==> config.mk <==
export PLATFORM = sky130hd
export DESIGN_NAME = spi_master_top
export DESIGN_NICKNAME = d
export VERILOG_FILES = /design/src/spi_pkg.sv /design/src/spi_clk_timer.sv /design/src/spi_ctrl_fsm.sv /design/src/spi_master_top.sv /design/src/spi_shift_reg.sv
export SDC_FILE = /design/constraint.sdc
export NUM_CORES = 1
export LEC_CHECK = 0
export ABC_AREA = 1
export ABC_CLOCK_PERIOD_IN_PS = 4200
export BUFFER_PORTS_ARGS = -buffer_cell sky130_fd_sc_hd__buf_4
export CAP_MARGIN = 25
export CORE_UTILIZATION = 54
export DETAILED_ROUTE_END_ITERATION = 7
export GPL_ROUTABILITY_DRIVEN = 0
export GPL_TIMING_DRIVEN = 1
export HOLD_SLACK_MARGIN = 0.1
export MAX_ROUTING_LAYER = met4
export PLACE_DENSITY = 0.85
export SLEW_MARGIN = 25
export SYNTH_ARGS = -nofsm -noshare
export SYNTH_HDL_FRONTEND = slang
export SYNTH_SLANG_ARGS = --single-unit
export TNS_END_PERCENT = 1
==> constraint.sdc <==
create_clock -name sys_clk -period 4.2 [get_ports sys_clk]
set_clock_uncertainty 0.15 [all_clocks]
set_input_delay 0.63 -clock sys_clk [delete_from_list [all_inputs] [get_ports sys_clk]]
set_output_delay 0.63 -clock sys_clk [all_outputs]
set_load 0.02 [all_outputs]
==> src/spi_pkg.sv <==
// spi master package with the divider width, fsm state encoding and run-time config
`default_nettype none

package spi_pkg;

	// half-period divider width
	localparam int div_w = 16;

	// transfer sequencer states
	typedef enum logic [2:0] {
		s_idle      = 3'd0,	// waiting for wr_req
		s_sclk_wait = 3'd1,	// counting one half period
		s_sclk_edge = 3'd2,	// one sclk edge
		s_last_half = 3'd3,	// trailing half period after last edge
		s_ack       = 3'd4,	// wr_ack pulse
		s_finish    = 3'd5	// spare cycle so a dropped req is not seen
	} spi_state_e;

	// run-time settings, held stable from wr_req to wr_ack
	typedef struct packed {
		logic             cpol;		// sclk idle level
		logic             cpha;		// 0 samples on odd-numbered edges
		logic [div_w-1:0] clk_div;	// half period is clk_div + 2 sys clocks
	} spi_cfg_t;

endpackage

`default_nettype wire

==> src/spi_clk_timer.sv <==
// spi clock timer, counts sys clocks per sclk half period and counts sclk edges
`timescale 1ns/1ps
`default_nettype none

module spi_clk_timer #(
	parameter  int data_w = 8,
	localparam int edge_w = $clog2(2 * data_w + 1)
) (
	input  logic                     sys_clk,
	input  logic                     sys_rst_n,

	input  logic [spi_pkg::div_w-1:0] clk_div,	// half-period divider
	input  logic                     div_run,	// count while waiting
	input  logic                     edge_step,	// one sclk edge this cycle
	input  logic                     xfer_start,	// new transfer accepted

	output logic                     div_done,	// half period elapsed
	output logic                     last_edge,	// current edge is the final one
	output logic [edge_w-1:0]        edge_idx	// zero-based edge number
);

	import spi_pkg::*;

	localparam int last_idx = 2 * data_w - 1;

	logic [div_w-1:0]  cnt_clk;	// sys clocks within the half period
	logic [edge_w-1:0] cnt_edge;	// sclk edges so far

	// divider, runs only during the wait states
	always_ff @(posedge sys_clk) begin
		if (!sys_rst_n) begin
			cnt_clk <= '0;
		end else if (div_run) begin
			cnt_clk <= cnt_clk + 1'b1;
		end else begin
			cnt_clk <= '0;
		end
	end

	assign div_done = (cnt_clk == clk_div);

	// edge counter
	always_ff @(posedge sys_clk) begin
		if (!sys_rst_n) begin
			cnt_edge <= '0;
		end else if (xfer_start) begin
			cnt_edge <= '0;	// restart per transfer
		end else if (edge_step) begin
			cnt_edge <= cnt_edge + 1'b1;
		end
	end

	assign edge_idx  = cnt_edge;
	assign last_edge = (cnt_edge == edge_w'(last_idx));

	// the fsm must leave the edge loop after edge 2*data_w-1
	a_edge_bound: assert property (
		@(posedge sys_clk) disable iff (!sys_rst_n)
		edge_step |-> (cnt_edge <= edge_w'(last_idx))
	) else $error("sclk edge stepped past the last edge of the word");

endmodule

`default_nettype wire

==> src/spi_ctrl_fsm.sv <==
// spi transfer sequencer, generates sclk, timer controls and the wr_ack pulse
`timescale 1ns/1ps
`default_nettype none

module spi_ctrl_fsm (
	input  logic              sys_clk,
	input  logic              sys_rst_n,

	input  spi_pkg::spi_cfg_t cfg,		// cpol is used here
	input  logic              wr_req,	// level request
	input  logic              div_done,	// from timer
	input  logic              last_edge,	// from timer

	output logic              div_run,	// timer divider enable
	output logic              edge_step,	// sclk edge strobe
	output logic              xfer_start,	// request accepted in idle
	output logic              sclk,
	output logic              wr_ack	// one-cycle acknowledge
);

	import spi_pkg::*;

	spi_state_e state;
	spi_state_e state_nxt;

	// state register
	always_ff @(posedge sys_clk) begin
		if (!sys_rst_n) begin
			state <= s_idle;
		end else begin
			state <= state_nxt;
		end
	end

	always_comb begin
		state_nxt = state;
		case (state)
			s_idle: begin
				if (wr_req) begin
					state_nxt = s_sclk_wait;
				end
			end
			s_sclk_wait: begin
				if (div_done) begin
					state_nxt = s_sclk_edge;
				end
			end
			s_sclk_edge: begin
				if (last_edge) begin
					state_nxt = s_last_half;	// word done, hold one half period
				end else begin
					state_nxt = s_sclk_wait;
				end
			end
			s_last_half: begin
				if (div_done) begin
					state_nxt = s_ack;
				end
			end
			s_ack: begin
				state_nxt = s_finish;
			end
			s_finish: begin
				state_nxt = s_idle;	// req drops here after ack
			end
			default: begin
				state_nxt = s_idle;
			end
		endcase
	end

	// control strobes to timer and datapath
	assign div_run    = (state == s_sclk_wait) || (state == s_last_half);
	assign edge_step  = (state == s_sclk_edge);
	assign xfer_start = (state == s_idle) && wr_req;
	assign wr_ack     = (state == s_ack);

	// sclk follows cpol in idle and toggles once per edge state
	always_ff @(posedge sys_clk) begin
		if (!sys_rst_n) begin
			sclk <= 1'b0;
		end else if (state == s_idle) begin
			sclk <= cfg.cpol;
		end else if (edge_step) begin
			sclk <= ~sclk;
		end
	end

	a_ack_pulse: assert property (
		@(posedge sys_clk) disable iff (!sys_rst_n)
		wr_ack |=> !wr_ack
	) else $error("wr_ack held for more than one cycle");

	// an even number of toggles brings sclk back to its idle level
	a_sclk_idle: assert property (
		@(posedge sys_clk) disable iff (!sys_rst_n)
		(state == s_finish) |=> (sclk == cfg.cpol)
	) else $error("sclk not at cpol on return to idle");

endmodule

`default_nettype wire

==> src/spi_master_top.sv <==
// spi master top, ties sequencer, clock timer and shift datapath together
`timescale 1ns/1ps
`default_nettype none

module spi_master_top #(
	parameter int data_w = 8
) (
	input  logic              sys_clk,
	input  logic              sys_rst_n,

	input  spi_pkg::spi_cfg_t cfg,		// stable from req to ack
	input  logic              cs_ctrl,	// software chip select level

	input  logic              wr_req,
	output logic              wr_ack,
	input  logic [data_w-1:0] data_tx,
	output logic [data_w-1:0] data_rx,

	output logic              cs,
	output logic              sclk,
	output logic              mosi,
	input  logic              miso
);

	localparam int edge_w = $clog2(2 * data_w + 1);

	logic              div_run;
	logic              edge_step;
	logic              xfer_start;
	logic              div_done;
	logic              last_edge;
	logic [edge_w-1:0] edge_idx;

	assign cs = cs_ctrl;	// no automatic cs timing

	spi_ctrl_fsm u_fsm (
		.sys_clk   (sys_clk),
		.sys_rst_n (sys_rst_n),
		.cfg       (cfg),
		.wr_req    (wr_req),
		.div_done  (div_done),
		.last_edge (last_edge),
		.div_run   (div_run),
		.edge_step (edge_step),
		.xfer_start(xfer_start),
		.sclk      (sclk),
		.wr_ack    (wr_ack)
	);

	spi_clk_timer #(
		.data_w(data_w)
	) u_timer (
		.sys_clk   (sys_clk),
		.sys_rst_n (sys_rst_n),
		.clk_div   (cfg.clk_div),
		.div_run   (div_run),
		.edge_step (edge_step),
		.xfer_start(xfer_start),
		.div_done  (div_done),
		.last_edge (last_edge),
		.edge_idx  (edge_idx)
	);

	spi_shift_reg #(
		.data_w(data_w)
	) u_shift (
		.sys_clk   (sys_clk),
		.sys_rst_n (sys_rst_n),
		.cpha      (cfg.cpha),
		.xfer_start(xfer_start),
		.edge_step (edge_step),
		.edge_idx  (edge_idx),
		.data_tx   (data_tx),
		.miso      (miso),
		.mosi      (mosi),
		.data_rx   (data_rx)
	);

endmodule

`default_nettype wire

==> src/spi_shift_reg.sv <==
// spi shift datapath, tx rotate register and rx shift register with cpha edge select
`timescale 1ns/1ps
`default_nettype none

module spi_shift_reg #(
	parameter  int data_w = 8,
	localparam int edge_w = $clog2(2 * data_w + 1)
) (
	input  logic              sys_clk,
	input  logic              sys_rst_n,

	input  logic              cpha,		// clock phase
	input  logic              xfer_start,	// load tx, clear rx
	input  logic              edge_step,	// sclk edge this cycle
	input  logic [edge_w-1:0] edge_idx,	// zero-based edge number
	input  logic [data_w-1:0] data_tx,
	input  logic              miso,

	output logic              mosi,
	output logic [data_w-1:0] data_rx
);

	logic [data_w-1:0] tx_shift;	// msb is on the wire
	logic [data_w-1:0] rx_shift;
	logic              idx_odd;
	logic              idx_zero;
	logic              shift_en;	// move next bit onto mosi
	logic              sample_en;	// capture miso

	assign idx_odd  = edge_idx[0];
	assign idx_zero = (edge_idx == '0);

	// cpha 0 samples on idx 0,2,.. and shifts on idx 1,3,..
	// cpha 1 shifts on idx 2,4,.. and samples on idx 1,3,..
	always_comb begin
		if (cpha) begin
			shift_en  = edge_step && !idx_odd && !idx_zero;
			sample_en = edge_step && idx_odd;
		end else begin
			shift_en  = edge_step && idx_odd;
			sample_en = edge_step && !idx_odd;
		end
	end

	// tx rotate register
	always_ff @(posedge sys_clk) begin
		if (!sys_rst_n) begin
			tx_shift <= '0;
		end else if (xfer_start) begin
			tx_shift <= data_tx;
		end else if (shift_en) begin
			tx_shift <= {tx_shift[data_w-2:0], tx_shift[data_w-1]};	// rotate
		end
	end

	// rx register
	always_ff @(posedge sys_clk) begin
		if (xfer_start) begin
			rx_shift <= '0;
		end else if (sample_en) begin
			rx_shift <= {rx_shift[data_w-2:0], miso};	// msb first
		end
	end

	assign mosi    = tx_shift[data_w-1];
	assign data_rx = rx_shift;

endmodule

`default_nettype wire

* After elaboration in Yosys (flattened, before gate mapping)
Cells that the tools add are included.
** Word-level totals
- Register bits :: 41
- Bits of input ports :: 31
- Output and inout port bits :: 12
- Word-level logic and storage cells :: 44
** Cells by class
- Add/sub/neg operators :: 2
- Eq/ne operators :: 9
- Mux-type cells :: 11
- Bitwise gates (word level) :: 2
- Reductions and logical operators :: 14
** Operators by type and width (number)
- $add 16x1->16 const B :: 1
- $eq 16x16->1 :: 1
- $mux 8 :: 2
- $pmux 3 s5 :: 1
- $mux 3 :: 3
- $eq 3x2->1 const B :: 2
- $ne 2x2->1 const B :: 3
- $add 5x1->5 const B :: 1
- $eq 5x4->1 const B :: 1
- $logic_not 5->1 :: 1
- $logic_and 1x1->1 :: 4
- $mux 1 :: 4
- $reduce_bool 2->1 :: 2
- $eq 3x1->1 const B :: 1
- $eq 3x3->1 const B :: 1
- $logic_not 3->1 :: 1
- $reduce_and 3->1 :: 1
- $logic_not 1->1 :: 2
- $mux 2 :: 1
- $not 1->1 :: 2
- $reduce_and 2->1 :: 1
- $reduce_or 2->1 :: 1
- $logic_or 1x1->1 :: 1

* Logic depth before layout (Yosys ltp)
Gate-level depths: netlist (run 1).
- Word-level depth :: 6
- Gate-level depth with buffers :: 11
- Mapped depth without buffers :: 11

* By module
A second synthesis (run 1) with hierarchy kept.
** Second synthesis, totals
- Cells, all modules :: 345
- Area total of the unflattened synthesis :: 2301.0 um2
** By module, submodules not included
- spi_clk_timer :: instances 1, cells each 191, area an instance 1229.9 um2, sequential area each 420.4 um2
- spi_shift_reg :: instances 1, cells each 117, area an instance 810.8 um2, sequential area each 320.3 um2
- spi_ctrl_fsm :: instances 1, cells each 36, area an instance 252.7 um2, sequential area each 80.1 um2
- spi_master_top :: instances 1, cells each 1, area an instance 7.5 um2, sequential area each 0.0 um2

* Least setup slack after synthesis (run 1)
Ideal clock, no wire load.
- Path kind :: register to output
- Start point :: register u_fsm.state[2]
- End point :: output wr_ack
- Arrival time :: 822 ps
- Required time :: 3420 ps
- Path slack :: 2598 ps
- Stages on the path, launching flop included :: 3
- Path buffers :: 0
- Cells stage by stage :: dfxtp_1 inv_2 nor2_1
** On the way
- Longest elaborated chain between the ends :: 1
** Ends and longest elaborated chain
- from (decl) :: RTL line spi_ctrl_fsm.sv:23 : spi_state_e state;
- from (signal assigned) :: RTL line spi_ctrl_fsm.sv:29 : state <= s_idle;
- from (signal assigned) :: RTL line spi_ctrl_fsm.sv:31 : state <= state_nxt;
- $eq 3x3->1 :: RTL line spi_ctrl_fsm.sv:76 : assign wr_ack = (state == s_ack);
- to (decl) :: RTL line spi_master_top.sv:15 : output logic wr_ack,
No other way between the ends.

* Worst setup path in the final report (run 1)
Ends and elaborated chain as after synthesis.

==> summary by stage, run 1 <==
Placed design
In this run the tool buffered the top-level ports with 40 buffer cells. The worst setup slack before clock tree synthesis is 2.398 ns. The total instance count after detailed placement is 416. Once detailed placement completed, the half-perimeter wirelength came to 3345 um.

Synth
The number of library cell types mapped by synthesis is 33. After synthesis, the share of flip-flops with an asynchronous set or reset is 0%. Ranked by total cell area, the synthesized netlist is headed by dfxtp_1 (37%), nand2_1 (14%), inv_1 (8.9%). The sequential fraction of the synthesis area is 36.59%. The synthesized netlist devotes 12.49% of its cell area to compound gates. After synthesis the cells add up to 0.002243 mm2.

After Yosys synthesis, and, or, nand and nor cells account for 32.40% of the synthesized area. The dominant combinational cell family by area after synthesis is simple AND/OR/NAND/NOR gates. Counting flops and latches in the post-synthesis netlist gives 41. Yosys mapped a number of flops with a built-in enable equal to 0. Synthesis produced 331 cells. The Yosys warning count is 0.

The share of the synthesized area in the top cell type is 36.59%. Dividing the synthesized area by the synthesized cell count gives 6.778 um2. The cell taking the most area after synthesis is dfxtp_1.

The number of nets in the synthesized netlist is 366. The xor/xnor share of the synthesized area is 0.3904%. The predominant post-synthesis flop cell is dfxtp_1. The mux contribution to synthesized area is 4.183%. Of the total synthesized cell area, the portion taken by full adders, half adders and majority gates is 2.231%.

STA
After layout, the worst path uses 45.94% of the clock period. The final hold violation count is 0. The number of max-slew violations in the final report is 0.

Across all hold checks on the routed design, the worst slack comes to 0.2972 ns. Setup repair after global routing left no endpoint under its margin. The actual slew at the worst max-slew pin is 0.4066 ns. The maximum achievable frequency is 518.3 MHz. The final setup violation count is 0. The relative slew slack is 72.79%. Summed over all failing endpoints, the final setup total negative slack is 0 ns.

The least setup slack across all paths after layout is 2.271 ns. The minimum period implied by the final worst setup slack is 1.929 ns.

Worst hold path
The worst hold path belongs to the class reg2reg.

Final layout
For this run, the number of standard cells in the final layout without fillers is 424. 0 antenna diodes ended up in the layout. The net count of the finished layout is 408.

The fraction of layout instances using a drive strength above 1 is 19.52%. Relative to the synthesized area, the layout overhead comes to 18.07%.

Floorplan
Measured along the x axis, the die boundary spans 66.46 um. The region available for standard cell placement spans 0.004000 mm2. The initial utilization of the core area, before any placement, comes to 56.08%. The initialized floorplan defines 23 standard-cell rows.

The vertical die dimension is 66.46 um. The die covers 0.004416 mm2. The boundary pin count is 43.

Clocking
Clock latency on the worst-skew pair, taken at its later pin, is 0.29 ns. The CTS clock-pin slew for the worst setup and hold paths is 0.07 ns. The clock tree from TritonCTS is built.

The root buffer cell is clkbuf_8. The number of H-tree branching levels is 2. The clock net in this run drives a total of 41 sinks. The count of instances resized after the clock tree is built is 0. Post-CTS timing repair inserted 0 buffers for setup. The longest clock path from root to sink contains 2 buffers. The number of buffers added by the clock tree synthesis step is 5.

The count of hold buffers inserted by post-cts repair is 0.

Routing
The detailed-route wire length is 4353 um. The first-pass iteration count of the detailed router is 4. The number of design rule violations left after detail routing is 0. Using the TritonRoute via totals, the vias-per-cell ratio works out to 4.922.

The detail-routed net length per standard cell is 10.27 um. The count of antenna-violating nets left after detailed routing is 0. The violation count after the first detailed-routing iteration is 132.

Detailed routing inserted a total of 2087 vias.

GRT
The number of antenna violations at the first check in global routing was 0. The overflow left after global routing is 0. Entering global routing, the biggest net connects 19 pins. The first global-routing pass estimated 7734 um of wire. The total routing resource utilization after global routing is 23.49%. The via count of the first global-routing pass came to 1925.

Worst setup path
The worst setup path is launched from a register. At the worst endpoint, the required time is 3.42 ns. The critical path class is reg2out. Of all nets on the critical path, the largest fanout is 5. The critical path endpoint category is an output pin. The data arrival time of the critical path is 1.15 ns.

Power and ir drop
VDD sags by at most 0.3105 mV. Dividing total power by cell area gives a power density of 366.9 mW/mm2. For this design the static power due to leakage is 1.223 nW.

Status
The flow ran to the end, and the final reports show no timing, DRC or antenna violations.

Run
Max-cap violations in this run came to 0.
==> cell usage in the layout, fill, tap and decap left out <==
cell	n
inv_2	3
nor2_4	3
o21a_1	1
xnor2_1	1
nor4_1	3
nor2_1	49
clkbuf_1	3
o21ai_4	1
nand2_2	2
nor3b_1	2
mux2_2	7
inv_6	1
nand2_4	3
nand4_1	2
nor3_1	8
buf_4	40
clkbuf_8	5
a31oi_1	1
mux2_4	1
o21ai_0	20
ha_1	4
a21oi_1	19
o21ai_1	1
a21oi_2	2
o21ai_2	2
nor2_8	1
or2_2	1
nand3_1	7
o211ai_1	2
dfxtp_1	41
inv_4	1
nand2_1	84
inv_1	53
==> Yosys cell counts, types with 2 or more instances <==
master / instances
nand2_1: 84
inv_1: 53
nor2_1: 49
dfxtp_1: 41
o21ai_0: 20
a21oi_1: 19
nor3_1: 8
mux2_2: 7
nand3_1: 7
ha_1: 4
inv_2: 3
nand2_4: 3
nor2_4: 3
nor4_1: 3
a21oi_2: 2
buf_6: 2
clkbuf_1: 2
nand2_2: 2
nand4_1: 2
nor3b_1: 2
o211ai_1: 2
o21ai_2: 2
==> flip-flops by register name, indices dropped and copies added (netlist names) <==
register and cells:
u_fsm.sclk 1, u_fsm.state 3, u_shift.data_rx 8, u_shift.tx_shift 8, u_timer.cnt_clk 16, u_timer.edge_idx 5
==> cell type report <==
class / instances / area [um2]
clock buffers: 8 / 80.08
fillers: 374 / 1351
inverters: 58 / 225.2
multi-input cells: 227 / 1160
flip-flops and latches: 41 / 820.8
well taps: 50 / 62.56
repair buffers: 40 / 300.3
==> final timing paths <==
| check | startpoint | slack (ns) | cells after the start | end |
|---|---|---|---|---|
| min | u_shift.data_rx[7] | 0.30 | 2 | u_shift.data_rx[7] |
| max reg2reg | u_timer.cnt_clk[0] | 2.42 | 9 | u_timer.cnt_clk[14] |
| max | u_fsm.state[2] | 2.27 | 3 | wr_ack |
| min reg2reg | u_shift.data_rx[7] | 0.30 | 2 | u_shift.data_rx[7] |
==> layer usage <==
layer	up-vias	GRT usage (%)	wire length (um)
li1	1122	-	-
met1	911	25.69	1957
met2	47	41.45	2107
met3	7	6.336	225
met4	0	7.181	63
met5	-	-	0
==> report_power, final <==
part           internal [mW]  switching [mW]
sequential             0.430          0.0291
combinational          0.117           0.150
clock                  0.118           0.128
==> worst max-delay path, stage by stage (launching register included) <==
cell,delay [ns]
dfxtp_1,0.46
inv_2,0.08
nor2_1,0.15
buf_4,0.16
==> metrics by stage <==
stage,power [mW],cell area [um2],util [%]
CTS,0.9817,2649,66.22
finish,0.9719,2649,66.22
global placement,0.7269,2569,64.22
floorplan,0.6532,2243,-
detailed placement,0.7360,2569,64.22
global route,1.035,2649,66.22
==> cell families (layout without fill, tap and decap cells) <==
kind of cell,after synthesis,count (layout)
DFF,41,41
muxes,8,8
and+or+nand+nor,165,165
adders and majority gates,4,4
xor gates and xnor gates,1,1
AOI/OAI and AO/OA,49,49
buffers and inverters,63,106
No activity file was read; power rests on OpenSTA's default activity.
==> inputs of run 2 (changes only) <==
--- a/config.mk
+++ b/config.mk
@@ -6,7 +6,7 @@
 export NUM_CORES = 1
 export LEC_CHECK = 0
 export ABC_AREA = 1
-export ABC_CLOCK_PERIOD_IN_PS = 4200
+export ABC_CLOCK_PERIOD_IN_PS = 2000
 export BUFFER_PORTS_ARGS = -buffer_cell sky130_fd_sc_hd__buf_4
 export CAP_MARGIN = 25
 export CORE_UTILIZATION = 54
==> constraint.sdc (replaced) <==
create_clock -name sys_clk -period 2 [get_ports sys_clk]
set_clock_uncertainty 0.15 [all_clocks]
set_input_delay 0.3 -clock sys_clk [delete_from_list [all_inputs] [get_ports sys_clk]]
set_output_delay 0.3 -clock sys_clk [all_outputs]
set_load 0.02 [all_outputs]
==> run 2 against run 1 <==
  * Critical endpoint is now u_timer.cnt_clk[14]
  * Clock power up 120%
  * Global-route usage down 0.62 points
  * Sequential power up 110%
  * Final cell count down 0.24%
  * Combinational power up 110%
  * Sequential share of layout area down 0.073 points
  * Setup slack worse by 2.1 ns
  * First-iteration DRC count down 36%
  * Highest routed layer unchanged
  * Total power up 110%
  * Non-clock buffer count unchanged
  * Wire length down 0.69%
==> summary by stage, run 2 (synthesis results as in run 1) <==
STA
The relative slew slack is 72.17% (-0.62 points). The actual slew at the worst max-slew pin is 0.4159 ns (+0.009311 ns). Based on the critical path, the design can be clocked at up to 556.9 MHz.

The share of the clock period used by the worst path after layout is 89.78%. The final setup TNS is 0 ns (unchanged). The final hold violation count is 0 (unchanged).

The routed design could run at a clock period as short as 1.796 ns. Setup repair after global routing left no endpoint under its margin. The final setup violation count came to 0 (unchanged).

The number of max-slew violations in the final report is 0 (unchanged). The least setup slack across all paths after layout is 0.2044 ns (-2.066 ns).

Clocking
The number of buffers added by the clock tree synthesis step is 5 (unchanged). The count of instances resized after the clock tree is built is 0 (unchanged). The worst-skew pair later-pin latency came to 0.29 ns (about the same). The root buffer cell chosen for the clock tree is clkbuf_8. The CTS clock-pin slew for the worst setup and hold paths is 0.08 ns (about the same).

The count of hold buffers inserted by post-cts repair is 0 (unchanged). The number of clock sinks seen by CTS is 41 (unchanged). The largest buffer count on any clock path is 2 (unchanged). The number of H-tree branching levels was 2 (unchanged).

The number of setup buffers added after CTS is 0 (unchanged). The clock tree from TritonCTS is built.

Power and ir drop
The worst supply voltage drop on vdd is 0.5484 mV (+77%). The power per unit of standard cell area came to 777.9 mW/mm2 (+110%). The static leakage is 1.227 nW (+0.40%).

Worst setup path
The worst setup path is launched from a register. The setup path with the least slack is of type reg2reg. The data required time at the worst endpoint is 2.04 ns (-1.38 ns).

The largest individual stage delay along the critical path comes from the cell dfxtp_1. The maximum net fanout on the critical path is 5 (unchanged). Walking the worst path, the cells encountered are ha_1 > nand2_1 > nor2_1 > nand2_1 > inv_1 > nand4_1 > nor3_1 > nor2_1 > o21a_1. The buffers plus inverters on the worst setup path came to 1 (-1). The critical path endpoint category is a register. The peak per-stage delay on the critical path is 0.39 ns (-0.07 ns). The data arrival time of the critical path came to 1.84 ns (+0.69 ns).

The cell family contributing the most delay on the critical path is simple AND/OR/NAND/NOR gates.

Floorplan
The die width is 66.46 um (unchanged). The floorplan core area is 0.004000 mm2 (unchanged). The initial cell density of the core is 56.08% (unchanged). The number of standard-cell rows in the floorplan is 23 (unchanged). The boundary pin count is 43 (unchanged). The vertical die dimension is 66.46 um (unchanged).

The area enclosed by the die boundary is 0.004416 mm2 (unchanged).

Final layout
The post-route cell area is 0.002655 mm2 (+0.24%). The fraction of layout instances using a drive strength above 1 came to 19.84% (+0.32 points). The library cell used most frequently in the layout, excluding fill and tap cells, is nand2_1. The area growth from synthesis to layout is 18.35%.

In the layout the commonest cells are nand2_1 (84), inv_1 (53), nor2_1 (49). The number of flip-flops under the largest register name came to 16 (unchanged). The number of antenna repair diodes was 0 (unchanged). The register containing the most flip-flops in the final layout is u_timer.cnt_clk. The net count of the finished layout came to 408 (unchanged).

Placed design
The number of buffers inserted by port buffering is 40 (unchanged). The area after detailed placement came to 0.002569 mm2 (unchanged). The detailed placement HPWL was 3390 um (+1.3%). The worst setup slack before clock tree synthesis is 0.1867 ns (-2.212 ns).

GRT
The total routing resource utilization after global routing is 22.87% (-0.62 points). The number of antenna violations at the first check in global routing came to 0 (unchanged). The global-route wire length before repair is 7569 um (-2.1%). The maximum number of pins on one net before global-route repair is 19 (unchanged). The via count of the first global-routing pass is 1950 (+1.3%). The overflow left after global routing is 0 (unchanged).

Routing
The detailed-route wire length came to 4323 um (-0.69%). The count of antenna-violating nets left after detailed routing is 0 (unchanged). The number of design rule violations left after detail routing is 0 (unchanged). The via-per-instance ratio is 4.924 (about the same). The detail-routed net length per standard cell came to 10.22 um (-0.45%). The violation count after the first detailed-routing iteration is 84 (-36%).

The first-pass iteration count of the detailed router was 4 (unchanged). The overall via count from detail_route is 2083 (-0.19%).

Run
The number of maximum-capacitance violations was 0 (unchanged).

Status
The flow ran to the end, and the final reports show no timing, DRC or antenna violations.

Worst hold path
The tightest min-delay check is of the in2reg type.
[run 2: routing by layer]
| layer | vias to the layer above | global-route usage (%) | wire length (um) |
|---|---|---|---|
| met5 | - | - | 0 |
| met4 | 0 | 10.37 | 91 |
| met3 | 10 | 3.596 | 153 |
| met2 | 38 | 42.73 | 2198 |
| met1 | 920 | 23.29 | 1879 |
| li1 | 1115 | - | - |
[run 2: worst min-delay path, delay by kind of cell]
kind            cells  cell delay, ns
compound gates      2            0.18
buf+inv             1            0.07
[run 2: path summary, 6_finish.rpt]
check / from / endpoint / slack (ns) / cells past startpoint
max: u_timer.cnt_clk[0] / u_timer.cnt_clk[14] / 0.20 / 9
max reg2reg: u_timer.cnt_clk[0] / u_timer.cnt_clk[14] / 0.20 / 9
min reg2reg: u_shift.data_rx[7] / u_shift.data_rx[7] / 0.30 / 2
min: miso / u_shift.data_rx[0] / 0.15 / 3
[run 2: layout make-up]
cell class | count | area (um2)
Clock buffer | 7 | 86.33
Sequential cell | 41 | 820.8
Inverter | 58 | 225.2
Timing Repair Buffer | 40 | 300.3
Fill cell | 361 | 1345
Tap cell | 50 | 62.56
Multi-Input combinational cell | 227 | 1160
[run 2: metrics by stage]
| stage | total power, mW | utilization (%) | std cells | hold slack [ns] |
|---|---|---|---|---|
| 5_1_grt | 2.187 | 66.37 | 423 | 0.1724 |
| 6_report | 2.065 | 66.37 | 423 | 0.1503 |
| 3_5_place_dp | 1.548 | 64.22 | 416 | 0.2910 |
| 2_1_floorplan | 1.372 | - | 331 | 0.2747 |
| 4_1_cts | 2.082 | 66.37 | 423 | 0.1443 |
| 3_3_place_gp | 1.528 | 64.22 | 416 | 0.2900 |
[run 2: power by group]
group / switching, mW / total, mW / internal [mW]
Sequential: 0.0635 / 0.966 / 0.903
Clock: 0.266 / 0.540 / 0.274
Combinational: 0.314 / 0.559 / 0.245
==> inputs of run 3 (changes only) <==
--- a/config.mk
+++ b/config.mk
@@ -9,13 +9,15 @@
 export ABC_CLOCK_PERIOD_IN_PS = 2000
 export BUFFER_PORTS_ARGS = -buffer_cell sky130_fd_sc_hd__buf_4
 export CAP_MARGIN = 25
-export CORE_UTILIZATION = 54
+export CELL_PAD_IN_SITES_DETAIL_PLACEMENT = 1
+export CELL_PAD_IN_SITES_GLOBAL_PLACEMENT = 1
+export CORE_UTILIZATION = 39
 export DETAILED_ROUTE_END_ITERATION = 7
 export GPL_ROUTABILITY_DRIVEN = 0
 export GPL_TIMING_DRIVEN = 1
 export HOLD_SLACK_MARGIN = 0.1
 export MAX_ROUTING_LAYER = met4
-export PLACE_DENSITY = 0.85
+export PLACE_DENSITY = 0.87
 export SLEW_MARGIN = 25
 export SYNTH_ARGS = -nofsm -noshare
 export SYNTH_HDL_FRONTEND = slang
==> constraint.sdc (replaced) <==
create_clock -name sys_clk -period 2 [get_ports sys_clk]
set_clock_uncertainty 0.15 [all_clocks]
set_input_delay 0.3 -clock sys_clk [delete_from_list [all_inputs] [get_ports sys_clk]]
set_output_delay 0.3 -clock sys_clk [all_outputs]
set_load 0.01 [all_outputs]
==> run 3 against run 2 <==
  * Wire length grew 24%
  * Non-clock buffer count grew 2
  * Sequential power is essentially flat
  * Clock power grew 12%
  * Global-route usage shrank 3.6 points
==> summary by stage, run 3 (synthesis results as in run 1) <==
Floorplan
The boundary pin count is 43 (unchanged). The initial cell density of the core is 40.49% (-16 points). The die width is 77.85 um (+17%).

The number of standard-cell rows in the floorplan is 27 (+17%). The area enclosed by the die boundary is 0.006060 mm2 (+37%). The floorplan core area came to 0.005540 mm2 (+39%). The vertical die dimension is 77.85 um (+17%).

Final layout
Counting flops per register, the top entry is u_timer.cnt_clk. The top cell types in the final layout, fill and taps aside, are nand2_1 (84), inv_1 (53), nor2_1 (49). The net count of the finished layout was 410 (+0.49%).

The most common cell after layout, fill and taps aside is nand2_1. The number of antenna repair diodes is 0 (unchanged). The fraction of layout instances using a drive strength above 1 is 20.74% (+0.91 points).

The number of flip-flops under the largest register name came to 16 (unchanged). From synthesis to final layout, the design area changed by 20.91%.

Power and ir drop
The combinational group share of total power is 25.3% (-1.8 points). The part of the total power dissipated in the clock network came to 28.8% (+2.7 points). The static leakage was 1.247 nW (+1.6%). The net switching power of the design was 0.6405 mW (-0.58%).

The cell-internal power is 1.460 mW (+2.7%). The worst supply voltage drop on vdd is 0.4340 mV (-21%). The sequential cell fraction of total power is 45.9% (-0.9 points).

The switching share of power is 30.49% (-0.70 points). The power per unit of standard cell area is 774.3 mW/mm2 (-0.46%).

Status
The run finished with clean final reports.

Clocking
The number of buffers added by the clock tree synthesis step is 5 (unchanged). The number of setup buffers added after CTS is 0 (unchanged). The worst-skew pair later-pin latency came to 0.29 ns (about the same).

The count of instances resized after the clock tree is built was 0 (unchanged). TritonCTS built the clock tree. The number of clock sinks seen by CTS is 41 (unchanged).

The cell sitting at the root of the clock tree is a clkbuf_8. The number of H-tree branching levels is 2 (unchanged). The count of hold buffers inserted by post-cts repair is 0 (unchanged). The largest buffer count on any clock path was 2 (unchanged). The CTS clock-pin slew for the worst setup and hold paths is 0.08 ns (about the same).

Worst hold path
The tightest min-delay check is of the in2reg type.

Worst setup path
The kind of start point of the critical path is a register. The number of stages on the worst setup path is 6 (-3). The worst setup slack for register-to-register paths is 0.18 ns (-0.02 ns). Following the worst setup path forward leads to its endpoint at u_timer.edge_idx[4]. The maximum net fanout on the critical path is 4 (-1). For this design, the slowest cell found on the critical path is dfxtp_1. The most numerous cell type found on the critical path is ha_1. The worst setup path is captured at a register.

The data required time at the worst endpoint is 2.07 ns (+0.03 ns). The peak per-stage delay on the critical path is 0.44 ns (+0.05 ns). The data arrival time of the critical path is 1.89 ns (+0.05 ns). The buffers plus inverters on the worst setup path is 1 (unchanged). The launch point of the worst path is u_timer.edge_idx[0].

The cell depth of the worst flop-to-flop path is 6 (-3). The critical path is of the reg2reg type. The family with the most delay on the worst path is adder cells. The signal on the critical path passes through ha_1 > inv_1 > nor3_1 > ha_1 > or2_2 > a21oi_1. The endpoint identified for the worst register-to-register timing path is u_timer.edge_idx[4]. In this run the critical register-to-register path is launched from u_timer.edge_idx[0].

GRT
The overflow left after global routing is 0 (unchanged). The maximum number of pins on one net before global-route repair is 19 (unchanged). The global-route wire length before repair came to 9025 um (+19%). The number of antenna violations at the first check in global routing is 0 (unchanged). The total routing resource utilization after global routing is 19.28% (-3.6 points). The via count of the first global-routing pass is 2045 (+4.9%).

Placed design
The detailed placement HPWL is 4210 um (+24%). The number of buffers inserted by port buffering is 40 (unchanged). The worst setup slack before clock tree synthesis was 0.2000 ns (+0.01328 ns).

STA
The maximum achievable frequency is 550.5 MHz (-1.2%). The minimum period implied by the final worst setup slack is 1.817 ns (+0.02099 ns). The final setup violation count was 0 (unchanged).

The number of max-slew violations in the final report is 0 (unchanged). The relative slew slack came to 71.80% (-0.37 points). Setup repair after global routing left no endpoint under its margin.

The final hold violation count was 0 (unchanged). The final setup TNS was 0 ns (unchanged). The actual slew at the worst max-slew pin is 0.4215 ns (+0.005584 ns). The least setup slack across all paths after layout is 0.1834 ns (-0.02099 ns). The share of the clock period used by the worst path after layout is 90.83% (+1.0 points).

Run
The number of maximum-capacitance violations came to 0 (unchanged).

Routing
The count of antenna-violating nets left after detailed routing is 0 (unchanged). The violation count after the first detailed-routing iteration is 84 (unchanged). The detail-routed net length per standard cell is 12.00 um (+17%). The first-pass iteration count of the detailed router is 4 (unchanged).

The via-per-instance ratio is 4.754 (-3.4%). The overall via count from detail_route is 2130 (+2.3%). The detailed-route wire length came to 5374 um (+24%). The number of design rule violations left after detail routing was 0 (unchanged).
-- run 3: cell count changes in the layout (fill, tap and decap cells not counted), sizes merged --
cell	before	now
buf	40	42
clkinv	0	1
-- run 3: worst reg2reg max path, delay by kind of cell (launching register included) --
kind / cells / cell delay (ns)
adders and majority gates: 2 / 0.49
and+or+nand+nor: 2 / 0.49
DFF: 1 / 0.44
AOI/OAI and AO/OA: 1 / 0.12
buffers and inverters: 1 / 0.07
-- run 3: worst min path at each step --
stage / end / from / depth (start not counted) / slack, ns
floorplan: u_fsm.state[0] / sys_rst_n / 2 / 0.27
global placement: u_shift.data_rx[7] / u_shift.data_rx[7] / 2 / 0.28
detailed placement: u_shift.data_rx[7] / u_shift.data_rx[7] / 2 / 0.29
CTS: u_shift.data_rx[0] / miso / 3 / 0.14
global route: u_fsm.sclk / sys_rst_n / 3 / 0.16
finish: u_shift.data_rx[0] / miso / 3 / 0.15
-- run 3: stage by stage --
stage | hold WS [ns] | utilization, % | cells | instance area, um2 | power [mW]
detailed placement | 0.2890 | 47.13 | 440 | 2611 | 1.523
global route | 0.1588 | 48.96 | 448 | 2713 | 2.238
floorplan | 0.2747 | - | 331 | 2243 | 1.333
CTS | 0.1426 | 48.96 | 448 | 2713 | 2.128
finish | 0.1500 | 48.96 | 448 | 2713 | 2.100
global placement | 0.2847 | 47.13 | 440 | 2611 | 1.501
-- run 3: area by class of cell --
class	count	area, um2
Inverter	58	225.2
Tap cell	72	90.09
Sequential cell	41	820.8
Fill cell	752	2828
Timing Repair Buffer	42	315.3
Multi-Input combinational cell	227	1160
Clock buffer	7	96.34
Clock inverter	1	5.005
-- run 3: power by group through the flow --
stage	Clock, mW	Sequential [mW]	Combinational, mW
2_1_floorplan	0	0.996	0.338
3_3_place_gp	0	0.980	0.521
3_5_place_dp	0	0.982	0.540
4_1_cts	0.620	0.966	0.542
5_1_grt	0.662	0.976	0.601
6_report	0.604	0.965	0.532
-- run 3: routing by layer --
layer | up-vias | routed length [um] | track usage, %
met3 | 4 | 211 | 4.235
met4 | 0 | 24 | 4.528
met1 | 976 | 2314 | 21.37
met5 | - | 0 | -
li1 | 1113 | - | -
met2 | 37 | 2823 | 34.96
